<file path="src/stream_buf_config.svh">
`ifndef STREAM_BUF_CONFIG_SVH
`define STREAM_BUF_CONFIG_SVH

// ==============================
// buffer geometry
// ==============================

// byte address into the buffer memory
`define SB_AWIDTH 10

// data word width, one wishbone word
`define SB_DWIDTH 32

// ==============================
// read fifo
// ==============================

// elements held, outstanding reads included
`define SB_FIFO_DEPTH 4

`endif

</file>
<file path="src/stream_buf_pkg.sv">
`include "stream_buf_config.svh"

package stream_buf_pkg;

        // byte address into the buffer
        typedef logic [`SB_AWIDTH-1:0] sb_addr_t;

        // data word or right-aligned element
        typedef logic [`SB_DWIDTH-1:0] sb_data_t;

        // element size: 0 byte, 1 half-word, 2 word, 3 invalid
        typedef logic [1:0] sb_dsize_t;

        // stream unit states
        typedef enum logic [1:0] {
                IDLE,
                BUF_TRAN,
                BUF_WAIT
        } sb_state_t;

endpackage

</file>
<file path="src/tx_fifo.sv">
`include "stream_buf_config.svh"

module tx_fifo
        import stream_buf_pkg::*;
(
        input  logic            clk_i,
        input  logic            rstn_i,
        input  logic            clr_i,
        output logic            req_o,
        input  logic            gnt_i,
        input  logic            en_i,
        input  logic            valid_i,
        input  sb_data_t        data_i,
        output sb_data_t        data_o,
        output logic            valid_o,
        input  logic            ready_i
);

        localparam int DEPTH = `SB_FIFO_DEPTH;
        localparam int PW    = $clog2(DEPTH);

        sb_data_t       r_store [DEPTH];
        logic [PW-1:0]  r_wptr;
        logic [PW-1:0]  r_rptr;
        logic [PW:0]    r_stored;
        logic [PW:0]    r_credit;
        logic [1:0]     r_clr_q;
        logic           s_take;
        logic           s_push;
        logic           s_pop;
        logic           s_drop;

        // data still in flight around a clear is thrown away
        assign s_drop = clr_i | (|r_clr_q);
        assign s_push = valid_i & ~s_drop;
        assign s_pop  = valid_o & ready_i;
        assign s_take = req_o & gnt_i;

        // credit covers stored elements and reads in flight
        assign req_o   = en_i & ~clr_i & (r_credit < DEPTH);
        assign valid_o = (r_stored != '0);
        assign data_o  = r_store[r_rptr];

        always_ff @(posedge clk_i)
        begin
                if (s_push)
                        r_store[r_wptr] <= data_i;
        end

        always_ff @(posedge clk_i or negedge rstn_i)
        begin
                if (!rstn_i)
                begin
                        r_wptr   <= '0;
                        r_rptr   <= '0;
                        r_stored <= '0;
                        r_credit <= '0;
                        r_clr_q  <= '0;
                end
                else
                begin
                        r_clr_q <= {r_clr_q[0], clr_i};
                        if (clr_i)
                        begin
                                r_wptr   <= '0;
                                r_rptr   <= '0;
                                r_stored <= '0;
                                r_credit <= '0;
                        end
                        else
                        begin
                                if (s_push)
                                        r_wptr <= (r_wptr == PW'(DEPTH-1)) ? '0 : r_wptr + 1'b1;
                                if (s_pop)
                                        r_rptr <= (r_rptr == PW'(DEPTH-1)) ? '0 : r_rptr + 1'b1;
                                r_stored <= r_stored + (PW+1)'(s_push) - (PW+1)'(s_pop);
                                r_credit <= r_credit + (PW+1)'(s_take) - (PW+1)'(s_pop);
                        end
                end
        end

        a_no_overflow: assert property (
                @(posedge clk_i) disable iff (!rstn_i)
                s_push |-> (r_stored < DEPTH)
        );

endmodule

</file>
<file path="config.mk">
export PLATFORM = sky130hd
export DESIGN_NAME = tx_fifo
export DESIGN_NICKNAME = d
export VERILOG_FILES = /design/src/stream_buf_pkg.sv /design/src/tx_fifo.sv
export VERILOG_INCLUDE_DIRS = /design/src
export SDC_FILE = /design/constraint.sdc
export NUM_CORES = 1
export LEC_CHECK = 0
export BUFFER_PORTS_ARGS = -buffer_cell sky130_fd_sc_hd__buf_2
export CORE_UTILIZATION = 57
export CTS_BUF_LIST = sky130_fd_sc_hd__clkbuf_16
export DETAILED_ROUTE_END_ITERATION = 8
export GPL_TIMING_DRIVEN = 1
export PLACE_DENSITY = 0.76
export SLEW_MARGIN = 40
export SYNTH_ARGS = -nofsm -noshare
export SYNTH_HDL_FRONTEND = slang
export SYNTH_SLANG_ARGS = --single-unit
</file>
<file path="constraint.sdc">
create_clock -name clk_i -period 2.67 [get_ports clk_i]
set_input_delay 0.1335 -clock clk_i [delete_from_list [all_inputs] [get_ports clk_i]]
set_output_delay 0.1335 -clock clk_i [all_outputs]
set_load 0.02 [all_outputs]
</file>
======== After elaboration in Yosys (flattened, before gate mapping) ========
Memories as Yosys holds them, arrays and structs flattened.
Index checks and enable logic that the tools add are counted.
word-level totals
  bits in writable memories ............... 128
  output and inout bits ................... 34
  memories kept ........................... 1
  flip-flop bits (word level) ............. 12
  word-level logic and storage cells ...... 37
  input port bits ......................... 39
  ROM bits ................................ 0
  bits in latches ......................... 0
memories
  memory   depth  width  read ports  clocked after memory_dff  write ports  RTL line       text
  r_store  4      32     1           0                         1            tx_fifo.sv:22  sb_data_t r_store [DEPTH];
cells by class
  eq/ne operators ......................... 2
  divide/modulo/power cells ............... 0
  order comparisons ....................... 1
  add/subtract/negate cells ............... 6
  reduce and logical (&&, ||, !) cells .... 4
  bitwise logic cells ..................... 8
  shifts and indexed selects .............. 0
  multiply operators ...................... 0
  mux-type cells .......................... 10
operators with widths
  kind                   number
  $mux W2                6
  $add A3 B1 Y3          2
  $mux W3                2
  $sub A3 B1 Y3          2
  $and A1 B1 Y1          5
  $add A2 B1 Y2 const B  2
  $eq A2 B2 Y1 const B   2
  $reduce_bool A2 Y1     2
  $lt A3 B3 Y1 const B   1
  $reduce_bool A3 Y1     1
  $mux W1                2
  $not A1 Y1             2
  $reduce_or A2 Y1       1
  $or A1 B1 Y1           1

======== Logic depth before layout (Yosys ltp) ========
  word-level depth ........................ 7
  mapped depth ............................ 7
  depth with buffers taken out ............ 7

======== Least setup slack after synthesis ========
No wires, ideal clock.
  path type ............................... register to register
  start point ............................. register r_clr_q[1]
  end point ............................... memory r_store[3][0] in the netlist's numbering, enable pin
  buffers on the path ..................... 0
  path slack .............................. 616 ps
  data arrival time ....................... 1662 ps
  cell stages (with the launch flop) ...... 3
  cells stage by stage .................... dfrtp_1 > nor4b_4 > and2_1
between the ends
  cells in the longest elaborated chain, start to end .. 6
ends and longest elaborated chain
  item                           RTL line       text
  start: declaration             tx_fifo.sv:27  logic [1:0] r_clr_q;
  start signal: assignment       tx_fifo.sv:62  r_clr_q <= {r_clr_q[0], clr_i};
  $reduce_or A2 Y1               tx_fifo.sv:34  assign s_drop = clr_i | (|r_clr_q);
  $or A1 B1 Y1                   tx_fifo.sv:34
  $not A1 Y1                     tx_fifo.sv:35  assign s_push = valid_i & ~s_drop;
  $and A1 B1 Y1                  tx_fifo.sv:35
  $mux W1                        tx_fifo.sv:46  if (s_push)
  $mux W1 (implied by the code)  tx_fifo.sv:47  r_store[r_wptr] <= data_i;
  end: declaration               tx_fifo.sv:22
No other way between the ends.

======== Worst setup path after layout ========
  start point ............................. register r_rptr[0]
  end point ............................... output port data_o[31]
between the ends
  cells in the longest elaborated chain, start to end .. 1
ends and longest elaborated chain
  item                      RTL line       text
  start: declaration        tx_fifo.sv:24  logic [PW-1:0] r_rptr;
  start signal: assignment  tx_fifo.sv:75  r_rptr <= (r_rptr == PW'(DEPTH-1)) ? '0 : r_rptr + 1'b1;
  $mem_v2 Z4 W32            -
  end: declaration          tx_fifo.sv:14  output sb_data_t data_o,
No other way between the ends.

==> qor.csv <==
stage;metric;value;unit
yosys;ys_seq_area_frac;0.774;
floorplan;die_w;98.9;um
yosys;ys_warn_count;0;
worst_setup_path;cp_slowest_cell;dfrtp_2;
routing;postRouteWirelength;9100;um
yosys;synth_most_common_cell;edfxtp_1;
timing;fin_crit;2.15;ns
floorplan;num_rows;35;
timing;slew_headroom;0.679;
worst_setup_path;cpPeakStageDelay;0.60;ns
routing;ant_nets;0;
clocking;clkSinkCount;140;
power;swShare;0.262;
yosys;ys_ff_latch;140;
min_path;hp-class;in -> async;
power;power_density;882;nW/um^2
floorplan;ios;73;
routing;firstDrtPassIters;4;
global_route;grt_pass1_vias;2789;
global_route;grt_start_max_net_pins;35;
power;power_frac_comb;0.195;
worst_setup_path;crit_required;2.54;ns
yosys;netlist.area_leader.share;0.718;
global_route;grt_usage;0.204;
clocking;clkTransAtPathRegs;0.06;ns
worst_setup_path;crit_fanout;24;
clocking;cts_max_path_buffers;2;
worst_setup_path;start_kind;register;
power;switchingPower;0.00158;W
floorplan;die_y;98.9;um
finish;final_area;6840;um^2
power;seqPwrFrac;0.423;
clocking;clock_latency;0.41;ns
place;io_buffers;72;
timing;setup_tns;0;ns
power;max-vdd-ir-drop;524;uV
yosys;synthCells;227;
timing;rsz0062_at_grt;no;
power;p_int;0.00445;W
routing;via_count;2619;
finish;antenna_cells;0;
worst_setup_path;critical-path-top-delay-family;flip-flops;
power;p_clk_frac;0.382;
clocking;ctsHoldBuffers;34;
routing;m1WireLength;3940;um
floorplan;core;9150;um^2
yosys;yosys.area.top_type;edfxtp_1;
yosys;ys_top_cells_by_count;edfxtp_1, mux4_2, dfrtp_1;
global_route;antenna_found_initial;0;
clocking;h-tree-depth;4;
timing;clock.fmax;465;MHz
worst_setup_path;r2r-end;r_stored[2]$_DFF_PN0_;
worst_setup_path;path_cells;buf_12 > mux4_2 > buf_2;
timing;holdWs;0.139;ns
global_route;grt_pass1_wl;14100;um
timing;fin_worst_skew;0.00783;ns
clocking;cts_root_buf;clkbuf_16;
place;gp_congestion;0.677;
yosys;netlist_area;5360;um^2
yosys;syn_nets;275;
yosys;synth_edf_count;128;
yosys;netlist_top_cells_area;edfxtp_1, mux4_2, dfrtp_1;
routing;drc_errors;0;
worst_setup_path;critPathArrivalTime;2.02;ns
finish;final_util;0.748;
routing;drt_iter0_drc;106;
place;post-place-ws;0.635;ns
timing;finalCritPeriodShare;0.806;
routing;routed-wl-met3;366;um
worst_setup_path;worst-r2r-setup-slack;0.62;ns
floorplan;die-area;9790;um^2
power;p_leak;2.43;nW
routing;wire_per_inst;19.2;um
worst_setup_path;cp_num_buf_inv;2;
worst_setup_path;worstReg2RegStart;r_stored[1]$_DFF_PN0_;
floorplan;start_util;0.585;
finish;drive_gt1_frac;0.417;
routing;vias_per_cell;5.54;
yosys;synth.distinct_cells;25;
timing;slew_viol_final;0;
clocking;cts_buffers;17;
yosys;synth_area_per_cell;23.6;um^2
clocking;cts.repair.resized;0;
worst_setup_path;critical_path_class;reg -> out;
finish;nNetsFinal;397;
timing;setup_slack;0.518;ns
outcome;outcome;completed;
timing;hold_viol_final;0;
worst_setup_path;rr_worst_depth;7;
routing;route.met2.wl;4660;um
place;post_dp_cell_area;5890;um^2
yosys;synth_ff_type;edfxtp_1;
flow_run;cap_violations;0;
yosys;async_reset_ff_frac;0.0857;
worst_setup_path;crit_start;r_rptr[0]$_DFFE_PN0P_;
worst_setup_path;end_kind;output pin;
worst_setup_path;cp.depth;3;
global_route;globalRoute.totalOverflow;0;
timing;max_slew.worst_pin.slew;0.480;ns
timing;final-setup-viol-count;0;
finish;area_growth;27.8;%
place;hpwl;5190;um
clocking;cts_tree;built;
clocking;cts_setup_buffers;0;
routing;top_layer_used;met4;
metrics by stage:
stage | total power (W) | std cells
2_1_floorplan | 0.00345 | 227
3_3_place_gp | 0.00372 | 406
3_5_place_dp | 0.00374 | 406
4_1_cts | 0.00608 | 472
5_1_grt | 0.00626 | 473
6_report | 0.00604 | 473
power by group through the flow:
stage	Sequential, W	Combinational (W)	Clock (W)
floorplan	0.00254	0.000910	0
global placement	0.00262	0.00109	0
detailed placement	0.00263	0.00111	0
CTS	0.00258	0.00116	0.00234
global route	0.00257	0.00127	0.00243
finish	0.00255	0.00118	0.00230
layer usage:
| metal | GRT usage | vias up |
|---|---|---|
| li1 | - | 1179 |
| met3 | 0.0610 | 13 |
| met1 | 0.260 | 1347 |
| met2 | 0.326 | 80 |
| met5 | 0 | - |
| met4 | 0.0941 | 0 |
registers in the layout, summed over array words and instances (netlist names):
| register | count |
|---|---|
| r_wptr | 2 |
| r_stored | 3 |
| r_clr_q | 2 |
| r_rptr | 2 |
| r_credit | 3 |
| r_store | 128 |
cell families (layout without fill, tap and decap cells):
family                     after synthesis  in the layout  synth area share
AOI/OAI and AO/OA                        2              2           0.00397
xor gates and xnor gates                 4              4            0.0117
adders and majority gates                9              9            0.0238
buffers and inverters                   13            148            0.0157
DFF                                    140            140             0.774
muxes                                   36             36             0.143
and+or+nand+nor                         23             23            0.0283
how the worst max path moves through the flow:
stage                                    endpoint  slack [ns]
after floorplan           r_store[3][0]$_DFFE_PP_        0.62
after global placement      r_stored[2]$_DFF_PN0_        0.72
after detailed placement    r_stored[2]$_DFF_PN0_        0.64
after CTS                              data_o[31]        0.46
after global routing                   data_o[27]        0.39
final                                  data_o[31]        0.52
cells in the final DEF (no fill, tap or decap), types with 4 or more instances in the layout:
master	synthesis	routed
ha_1	7	7
inv_1	4	4
and2_2	0	4
mux4_2	32	32
dfrtp_1	12	10
edfxtp_1	128	128
nor2_1	7	7
clkbuf_16	0	17
buf_12	0	6
clkinvlp_4	0	4
dlygate4sd3_1	0	34
buf_2	4	72
final cells by class:
| type | count | area, um^2 |
|---|---|---|
| Clock buffer | 17 | 425 |
| Clock inverter | 15 | 164 |
| Fill cell | 512 | 2310 |
| Inverter | 4 | 15.0 |
| Multi-Input combinational cell | 74 | 1130 |
| Sequential cell | 140 | 4150 |
| Tap cell | 111 | 139 |
| Timing Repair Buffer | 112 | 821 |
worst register-to-register path: cells and delay by family, from the launching register on:
family | cells | cell delay, ns
AOI/OAI and AO/OA | 1 | 0.47
xor gates and xnor gates | 2 | 0.38
adders and majority gates | 2 | 0.54
buffers and inverters | 1 | 0.05
DFF | 1 | 0.45
and+or+nand+nor | 1 | 0.04
No activity file was read; power rests on OpenSTA's default activity.
