### config.mk
export PLATFORM = sky130hd
export DESIGN_NAME = wb_buf_write
export DESIGN_NICKNAME = d
export VERILOG_FILES = /design/src/stream_buf_pkg.sv /design/src/wb_buf_write.sv
export VERILOG_INCLUDE_DIRS = /design/src
export SDC_FILE = /design/constraint.sdc
export NUM_CORES = 1
export LEC_CHECK = 0
export ABC_CLOCK_PERIOD_IN_PS = 800
export CAP_MARGIN = 30
export CORE_AREA = 4 4 50 52
export DETAILED_ROUTE_END_ITERATION = 10
export DIE_AREA = 0 0 54 56
export DONT_BUFFER_PORTS = 1
export GPL_TIMING_DRIVEN = 0
export PLACE_DENSITY_LB_ADDON = 0.15
export SLEW_MARGIN = 20
export SYNTH_ARGS = -nofsm -noshare
export SYNTH_HDL_FRONTEND = slang
export SYNTH_SLANG_ARGS = --single-unit
### constraint.sdc
create_clock -name clk_i -period 0.8 [get_ports clk_i]
set_input_delay 0.16 -clock clk_i [delete_from_list [all_inputs] [get_ports clk_i]]
set_output_delay 0.16 -clock clk_i [all_outputs]
set_load 0.01 [all_outputs]
### src/stream_buf_config.svh
`ifndef STREAM_BUF_CONFIG_SVH
`define STREAM_BUF_CONFIG_SVH

// ==============================
// buffer geometry
// ==============================

// byte address into the buffer memory
`define SB_AWIDTH 10

// data word width, one wishbone word
`define SB_DWIDTH 32

// ==============================
// read fifo
// ==============================

// elements held, outstanding reads included
`define SB_FIFO_DEPTH 4

`endif

### src/stream_buf_pkg.sv
`include "stream_buf_config.svh"

package stream_buf_pkg;

        // byte address into the buffer
        typedef logic [`SB_AWIDTH-1:0] sb_addr_t;

        // data word or right-aligned element
        typedef logic [`SB_DWIDTH-1:0] sb_data_t;

        // element size: 0 byte, 1 half-word, 2 word, 3 invalid
        typedef logic [1:0] sb_dsize_t;

        // stream unit states
        typedef enum logic [1:0] {
                IDLE,
                BUF_TRAN,
                BUF_WAIT
        } sb_state_t;

endpackage

### src/wb_buf_write.sv
`include "stream_buf_config.svh"

module wb_buf_write
        import stream_buf_pkg::*;
(
        input  logic            clk_i,
        input  logic            rstn_i,
        input  logic            wb_cyc_i,
        input  logic            wb_stb_i,
        input  logic            wb_we_i,
        input  sb_addr_t        wb_adr_i,
        input  sb_data_t        wb_dat_i,
        input  logic [3:0]      wb_sel_i,
        output logic            wb_ack_o,
        output sb_data_t        wb_dat_o,
        output logic            snoop_wr_o,
        output sb_addr_t        snoop_addr_o,
        output sb_dsize_t       snoop_dsize_o,
        output sb_data_t        mem_dat_o,
        output logic [3:0]      mem_sel_o
);

        logic           r_ack;
        sb_dsize_t      s_dsize;
        logic [1:0]     s_off;

        // single-cycle ack, one cycle after the request
        always_ff @(posedge clk_i or negedge rstn_i)
        begin
                if (!rstn_i)
                        r_ack <= 1'b0;
                else
                        r_ack <= wb_cyc_i & wb_stb_i & ~r_ack;
        end

        // select pattern gives element size and byte offset in the word
        always_comb
        begin
                case (wb_sel_i)
                4'b0001: {s_dsize, s_off} = {2'd0, 2'd0};
                4'b0010: {s_dsize, s_off} = {2'd0, 2'd1};
                4'b0100: {s_dsize, s_off} = {2'd0, 2'd2};
                4'b1000: {s_dsize, s_off} = {2'd0, 2'd3};
                4'b0011: {s_dsize, s_off} = {2'd1, 2'd0};
                4'b1100: {s_dsize, s_off} = {2'd1, 2'd2};
                4'b1111: {s_dsize, s_off} = {2'd2, 2'd0};
                default: {s_dsize, s_off} = {2'd3, 2'd0};
                endcase
        end

        assign wb_ack_o = r_ack;

        // reads are acked but carry no data
        assign wb_dat_o = '0;

        // memory write and snoop share the ack cycle of a write
        assign snoop_wr_o    = r_ack & wb_we_i;
        assign snoop_addr_o  = {wb_adr_i[`SB_AWIDTH-1:2], s_off};
        assign snoop_dsize_o = s_dsize;
        assign mem_dat_o     = wb_dat_i;
        assign mem_sel_o     = wb_sel_i;

        a_ack_in_cycle: assert property (
                @(posedge clk_i) disable iff (!rstn_i)
                wb_ack_o |-> (wb_cyc_i && wb_stb_i)
        );

endmodule

# Word-level counts from Yosys, hierarchy flattened
# Index checks and enable logic that the tools add are counted.
# op_classes
n_mux	2
bitwise_logic	4
reduce_logical	3
n_eq_ne	7
# op_table
cell	n
4-bit == test (second input constant)	3
2-bit one-hot mux with 3 select lines	2
4-bit by 2-bit == test with 1-bit output (second input constant)	2
4-bit by 1-bit == test with 1-bit output (second input constant)	1
4-bit by 3-bit == test with 1-bit output (second input constant)	1
2-bit OR reduction	2
4-bit OR reduction	1
1-bit AND	3
1-bit NOT	1
# word_totals
wordCells	17
register_bits	1
output_inout_bits	82
inputBits	51

# Logic depth before layout (Yosys ltp)
# Gate-level depths: netlist (run 1).
# depth
word_depth	3
mapped_depth	4
depth_no_buf	3

# Worst setup path before layout (run 1)
# Ideal clock, no wire load.
# synth_timing
kind	input to output
start	input port wb_sel_i[1]
end	output port snoop_dsize_o[1]
n_path_buf	1
t_arrival_ps	795
t_required_ps	640
cell_stages	3
setup_slack_ps	-155
cell_sequence	buf_2 > nor3_1 > nor2b_1
# synth_between
elab_chain_len	3
word_cells_on_any_way	10
classes_between	eq/ne (7); mux (1); reduce/logical (2)
# synth_rtl
element	line	text
start: declaration	wb_buf_write.sv:13	input logic [3:0] wb_sel_i,
4-bit == test, or another cell as far along	wb_buf_write.sv:39	case (wb_sel_i)
4-bit OR reduction (no line) or 2-bit OR reduction (tied branches)	-	
2-bit one-hot mux with 3 select lines (*)	wb_buf_write.sv:39	
end: declaration	wb_buf_write.sv:18	output sb_dsize_t snoop_dsize_o,
# Every way passes the cells marked *; elsewhere a longest branch is shown, timed or not.

# Worst setup path in the final report (run 1)
# layout_timing
start	input port wb_sel_i[1]
end	output port snoop_dsize_o[0]
# Same word-level chain as after synthesis.

==> results of run 1 <==
==> layer usage <==
metal,vias up,wire (um),track usage [%]
li1,248,-,-
met1,198,378,7.313
met2,66,827,14.71
met3,0,299,0.5362
met4,0,0,0
met5,-,0,0
==> worst paths after layout <==
path | startpoint | endpoint | depth (start not counted)
hold reg to reg | wb_ack_o | wb_ack_o | 1
setup / recovery | wb_sel_i[1] | snoop_dsize_o[0] | 4
setup reg to reg | wb_ack_o | wb_ack_o | 1
max in group asynchronous | rstn_i | wb_ack_o | 1
hold / removal | wb_stb_i | wb_ack_o | 2
min in group asynchronous | rstn_i | wb_ack_o | 1
==> synthesized netlist by cell type (all sizes together) <==
| cell type | n | area share, % |
|---|---|---|
| buf | 77 | 83 |
| o21ai | 4 | 2.9 |
| nor3 | 3 | 2.2 |
| nor2 | 2 | 1.1 |
| and2 | 1 | 0.90 |
| and3 | 1 | 0.90 |
| conb | 1 | 0.54 |
| dfrtp | 1 | 3.6 |
| nand2 | 1 | 0.54 |
| nor2b | 1 | 0.90 |
| o21a | 1 | 1.1 |
| xnor2 | 1 | 1.3 |
| xor2 | 1 | 1.3 |
==> cell families (layout without fill, tap and decap cells) <==
logic type | Yosys count | in the layout | synth area share, %
other cells | 1 | 32 | 0.5400
simple gates | 9 | 9 | 6.487
compound gates | 5 | 5 | 3.964
flops | 1 | 1 | 3.603
buf+inv | 77 | 78 | 82.88
xor+xnor | 2 | 2 | 2.523
==> through the flow <==
step                      hold slack [ns]  instance area, um^2  setup TNS (ns)
after global placement            -0.1355                870.8         -0.1410
after floorplan                   -0.1356                835.8        -0.04238
after detailed placement          -0.1355                870.8         -0.1491
after CTS                          0.2760                884.6         -0.1223
final                              0.2737                884.6         -0.1132
after global routing               0.3029                884.6         -0.1632
==> power by group <==
part           internal, uW  switching, uW  leakage (uW)  total [uW]
Combinational           273            223      0.000535         496
Clock                     0              0             0           0
Sequential             54.3           3.73     0.0000131        58.0
==> critical path, cell delays in order <==
cell and delay (ns):
buf_8 0.11, and3_4 0.14, o21ai_2 0.10, o21a_1 0.19
==> what timing repair did <==
item                       4_1_cts  5_1_grt
gates resized for setup          1        0
setup endpoints to repair        2        2
hold endpoints to repair         1        0
hold buffers                     1        0
pin swaps                        1        0
==> layout make-up <==
class | instances | share of cell area, %
plain buffers | 77 | 66.20
multi-input cells | 48 | 25.88
well taps | 28 | 3.960
flip-flops and latches | 1 | 2.829
repair buffers | 1 | 1.132
==> cells in the final DEF (no fill, tap or decap) <==
master and n:
buf_4 76, conb_1 32, nor2_1 2, nor3_2 2, o21ai_0 2, buf_8 1
nor2b_1 1, xor2_1 1, o21ai_1 1, nor3_1 1, and3_4 1, o21ai_2 1
o21a_1 1, xnor2_1 1, nand2_1 1, and2_1 1, dlygate4sd3_1 1, dfrtp_1 1
==> impl_results.md, run 1 <==
- Placed cells: 154
- Drt drc: 0
- Register area share after synthesis: 3.604%
- Initial antenna violation count: 0
- DR pass1 iterations: 2
- Final Util: between 40 and 50%
- Die ar.: 0.003024 mm^2
- Ant diodes: 0
- Final #Nets: 180
- Initial DRC count: 5
- Cells after synthesis: 95
- Max VDD drop: 347.9 uV
- Core region area: 0.002106 mm^2
- Buffers added on ports: 0
- Die H: 56 um
- Max Slew Vio Count: 0
- Layout cells sized above 1: 63.78%
- FF+latch count, synth: 1
- Violated checks: negative setup slack
- Dpl ws: -0.09032 ns
- Final setup vio count: 2
- Startpoint types: input port
- Wirelength, routed: 1505 um
- I/O pins: roughly 130
- Max FFs per register: 1
- Via count: 512
- HP Class: in2reg
- Setup crit end kind: output port
- CTS clk-pin slew, worst paths: 0 ns
- R2R Setup Slk: 0.21 ns
- Core Rows: 17
- Lkg Pwr: 0.0005477 uW
- Worst EP required: 0.64 ns
- Multi-input gate area: 229.0 um^2
- WP data arrival: 0.70 ns
- Largest net degree at the start of global routing: 9
- Period minus WS final: roughly 0.86 ns
- Tcrit/Tclk final: 107.4%
- Pwr Total: 554.1 uW
- Max Fclk: 1164 MHz
- Finished Layout Cells: 155
- Die width: 54 um
- Post-DR wirelength/cell: roughly 9.7 um
- Final worst slack: -0.05884 ns
- Average via count per standard cell: 3.303
- Synthesized area per cell: 7.310 um^2
- Clock skew: 0 ns
- First-pass GRT wire length: about 1700 um
- Max Fanout on Critical Path: 7
- Global placer's final weighted congestion: 0.5266
- Fill cells: 224
- HPWL Detailed: 1443 um
- GRT Util Overall: 6.967%
- Synth unique cells: 15
- Number of global-route vias before repair: approximately 400
- Synth warn: 0
- Total area of sequential cells: between 20 and 30 um^2
- Hold Fails Final Rpt: 0
- GRT overflow: 0
- Setup bufs post-CTS: 0
- Critical path class: in2out
- Cell Pwr Density: 626.4 mW/mm^2
- Final ANT Viol Nets: 0
- Skew-Pair Late Insertion Delay: 0 ns
- Status: finished, violations left
- Max_cap viols: 0
- Initial Util: 32.98%
- RSZ-0062 raised after global routing: yes
- Cell Area, Synth: 694.4 um^2
- Area grow syn2layout: 27.39%
(Power assumes the default switching activity.)
==> run 2: changes to the inputs <==
--- a/config.mk
+++ b/config.mk
@@ -6,6 +6,7 @@
 export SDC_FILE = /design/constraint.sdc
 export NUM_CORES = 1
 export LEC_CHECK = 0
+export ABC_AREA = 1
 export ABC_CLOCK_PERIOD_IN_PS = 800
 export CAP_MARGIN = 30
 export CORE_AREA = 4 4 50 52
==> run 2 against run 1 <==
Total power fell by 1.0%. Wire length rose by 6.9%. Largest cell class unchanged. The run now ends clean. Die area did not move. Critical endpoint is now snoop_wr_o. Via count rose by 7.4%. Synthesized area rose by 1.1%. Largest power group unchanged.
==> impl_results.md, run 2 <==
- Max Fclk: 1404 MHz
- Worst Setup EP: snoop_wr_o
- DR pass1 iterations: 2
- Hold_ws: between 0.2 and 0.3 ns
- Ys flop type: dfrtp_1
- Synthesized area per cell: between 6 and 7 um^2
- Startpoint types: flip-flop
- Final instance area: 864.6 um^2
- FF+latch count, synth: 1
- Fraction of registers with async set/reset: 100.0%
- CP startpoint: wb_ack_o
- Max Slew Vio Count: 0
- Synth cell count leaders: buf_4 (76), nand2_1 (10), inv_1 (4)
- Largest net degree at the start of global routing: 7
- R2R Setup Slk: 0.19 ns
- Top cell type's share of synthesized area: 81.28%
- Dpl ws: 0.08171 ns
- HP Class: in2reg
- Setup crit end kind: output port
- Initial antenna violation count: 0
- Number of global-route vias before repair: 437
- Max Fanout on Critical Path: 3
- Synth warn: 0
- Period minus WS final: 0.7122 ns
- Layout cells sized above 1: 58.65%
- HPWL Detailed: roughly 1500 um
- Wirelength, routed: 1609 um
- Die width: 54 um
- Lkg Pwr: 0.0005728 uW
- Core region area: 0.002106 mm^2
- Setup bufs post-CTS: 0
- Placed Area: 853.3 um^2
- Skew-Pair Late Insertion Delay: 0 ns
- CTS clk-pin slew, worst paths: 0 ns
- Seq pwr share: 10.7%
- Cells after synthesis: 101
- Final #Nets: 186
- Placed cells: 160
- Average via count per standard cell: 3.416
- Area grow syn2layout: 23.17%
- Area leader, netlist: buf_4
- Critical path, cell by cell: nand2_1 -> inv_1
- Final setup vio count: 0
- Die ar.: 0.003024 mm^2
- Core Rows: 17
- Critical path class: reg2out
- Initial Util: between 30% and 40%
- Max_cap viols: 0
- R2R cell count: 1
- Initial DRC count: 5
- Post-synth EDFFs: 0
- Post-DR wirelength/cell: roughly 10 um
- GRT overflow: 0
- Max FFs per register: 1
- Commonest non-fill, non-tap cell in the layout: buf_4
- Leading cell types in the layout, fill and taps excluded: buf_4 (76), conb_1 (32), nand2_1 (10)
- RSZ-0062 raised after global routing: no
- Worst R2R End: wb_ack_o
- Most frequent cell after synthesis: buf_4
- Die H: 56 um
- Synth unique cells: 11
- Ant diodes: 0
- Final worst slack: 0.08775 ns
- Comb pwr share: 89.3%
- Pint: 316.4 uW
- Slowest stage delay, CP: approximately 0.42 ns
- First-pass GRT wire length: 1876 um
- Clk network pwr share: 0%
- Sw frac: a little over two fifths
- Crit-path slowest cell: dfrtp_2
- NetSw: 232.2 uW
- Status: complete, no violations
- Via count: 550
- Drt drc: 0
- Buffers added on ports: 0
- Global placer's final weighted congestion: ~0.56
- Worst EP required: approximately 0.64 ns
- Fill cells: 211
- Final ANT Viol Nets: 0
- Clock skew: 0 ns
- TNS Setup: 0 ns
- Finished Layout Cells: between 150 and 200
- Cell Pwr Density: roughly 630 mW/mm^2
- GRT Util Overall: 7.499%
- Crit Reg-Reg Startpoint: wb_ack_o
- I/O pins: 133
- Max VDD drop: 389.3 uV
- Area contributors post-synth: buf_4 (81%), nand2_1 (5.3%), dfrtp_1 (3.6%), inv_1 (2.1%), nor2_1 (1.6%)
- Cell Area, Synth: 701.9 um^2
- Hold Fails Final Rpt: 0
- Tcrit/Tclk final: slightly below 90%
- WP data arrival: 0.55 ns
- Register area share after synthesis: 3.565%
[run 2: worst min path at each step]
stage,to,slack (ns),from,cells after the start
after floorplan,wb_ack_o,-0.14,rstn_i,0
after global placement,wb_ack_o,-0.14,rstn_i,0
after detailed placement,wb_ack_o,-0.14,rstn_i,0
after CTS,wb_ack_o,0.28,wb_stb_i,2
after global routing,wb_ack_o,0.30,wb_stb_i,2
final,wb_ack_o,0.28,wb_stb_i,2
[run 2: power by group through the flow]
| stage | Combinational (uW) | Sequential [uW] | Clock [uW] |
|---|---|---|---|
| finish | 490 | 58.9 | 0 |
| global route | 531 | 59.6 | 0 |
| CTS | 484 | 58.0 | 0 |
| detailed placement | 480 | 58.1 | 0 |
| global placement | 482 | 58.1 | 0 |
| floorplan | 457 | 57.5 | 0 |
[run 2: logic make-up (layout without fill, tap and decap cells)]
logic type / Yosys count / after routing / synth area share [%]
buffers and inverters: 80 / 81 / 83.42
and+or+nand+nor: 17 / 17 / 10.52
other: 1 / 32 / 0.5342
AOI/OAI and AO/OA: 1 / 1 / 0.7123
xor gates and xnor gates: 1 / 1 / 1.248
DFF: 1 / 1 / 3.564
[run 2: final cells by class]
cell class              count  area (um^2)  share of cell area (%)
plain buffers              76        570.5                   65.99
inverters                   4        15.01                   1.737
multi-input cells          51        207.7                   24.02
flip-flops and latches      1        26.28                   3.039
well taps                  28        35.03                   4.052
repair buffers              1        10.01                   1.158
[run 2: layer usage]
metal / up-vias / global-route usage [%] / share of wire [%]
li1: 259 / - / -
met1: 216 / 6.699 / 22
met2: 75 / 16.78 / 55
met3: 0 / 1.072 / 24
met4: 0 / 0 / 0
met5: - / 0 / 0
[run 2: critical path, delay by kind of cell (launching register included)]
family,cells,cell delay [ns]
simple gates,1,0.07
flops,1,0.42
buf+inv,1,0.07
[run 2: stage by stage]
step	utilization, %	total power (uW)
3_5_place_dp	40.52	538.0
2_1_floorplan	-	514.3
6_report	41.06	548.5
3_3_place_gp	40.52	539.8
5_1_grt	41.06	590.5
4_1_cts	41.00	542.1
[run 2: repair_timing]
| item | in CTS | in global routing |
|---|---|---|
| hold buffers | 1 | 0 |
| hold endpoints to repair | 1 | 0 |
| gates resized for setup | 0 | 1 |
| endpoints found under the setup margin | 0 | 1 |
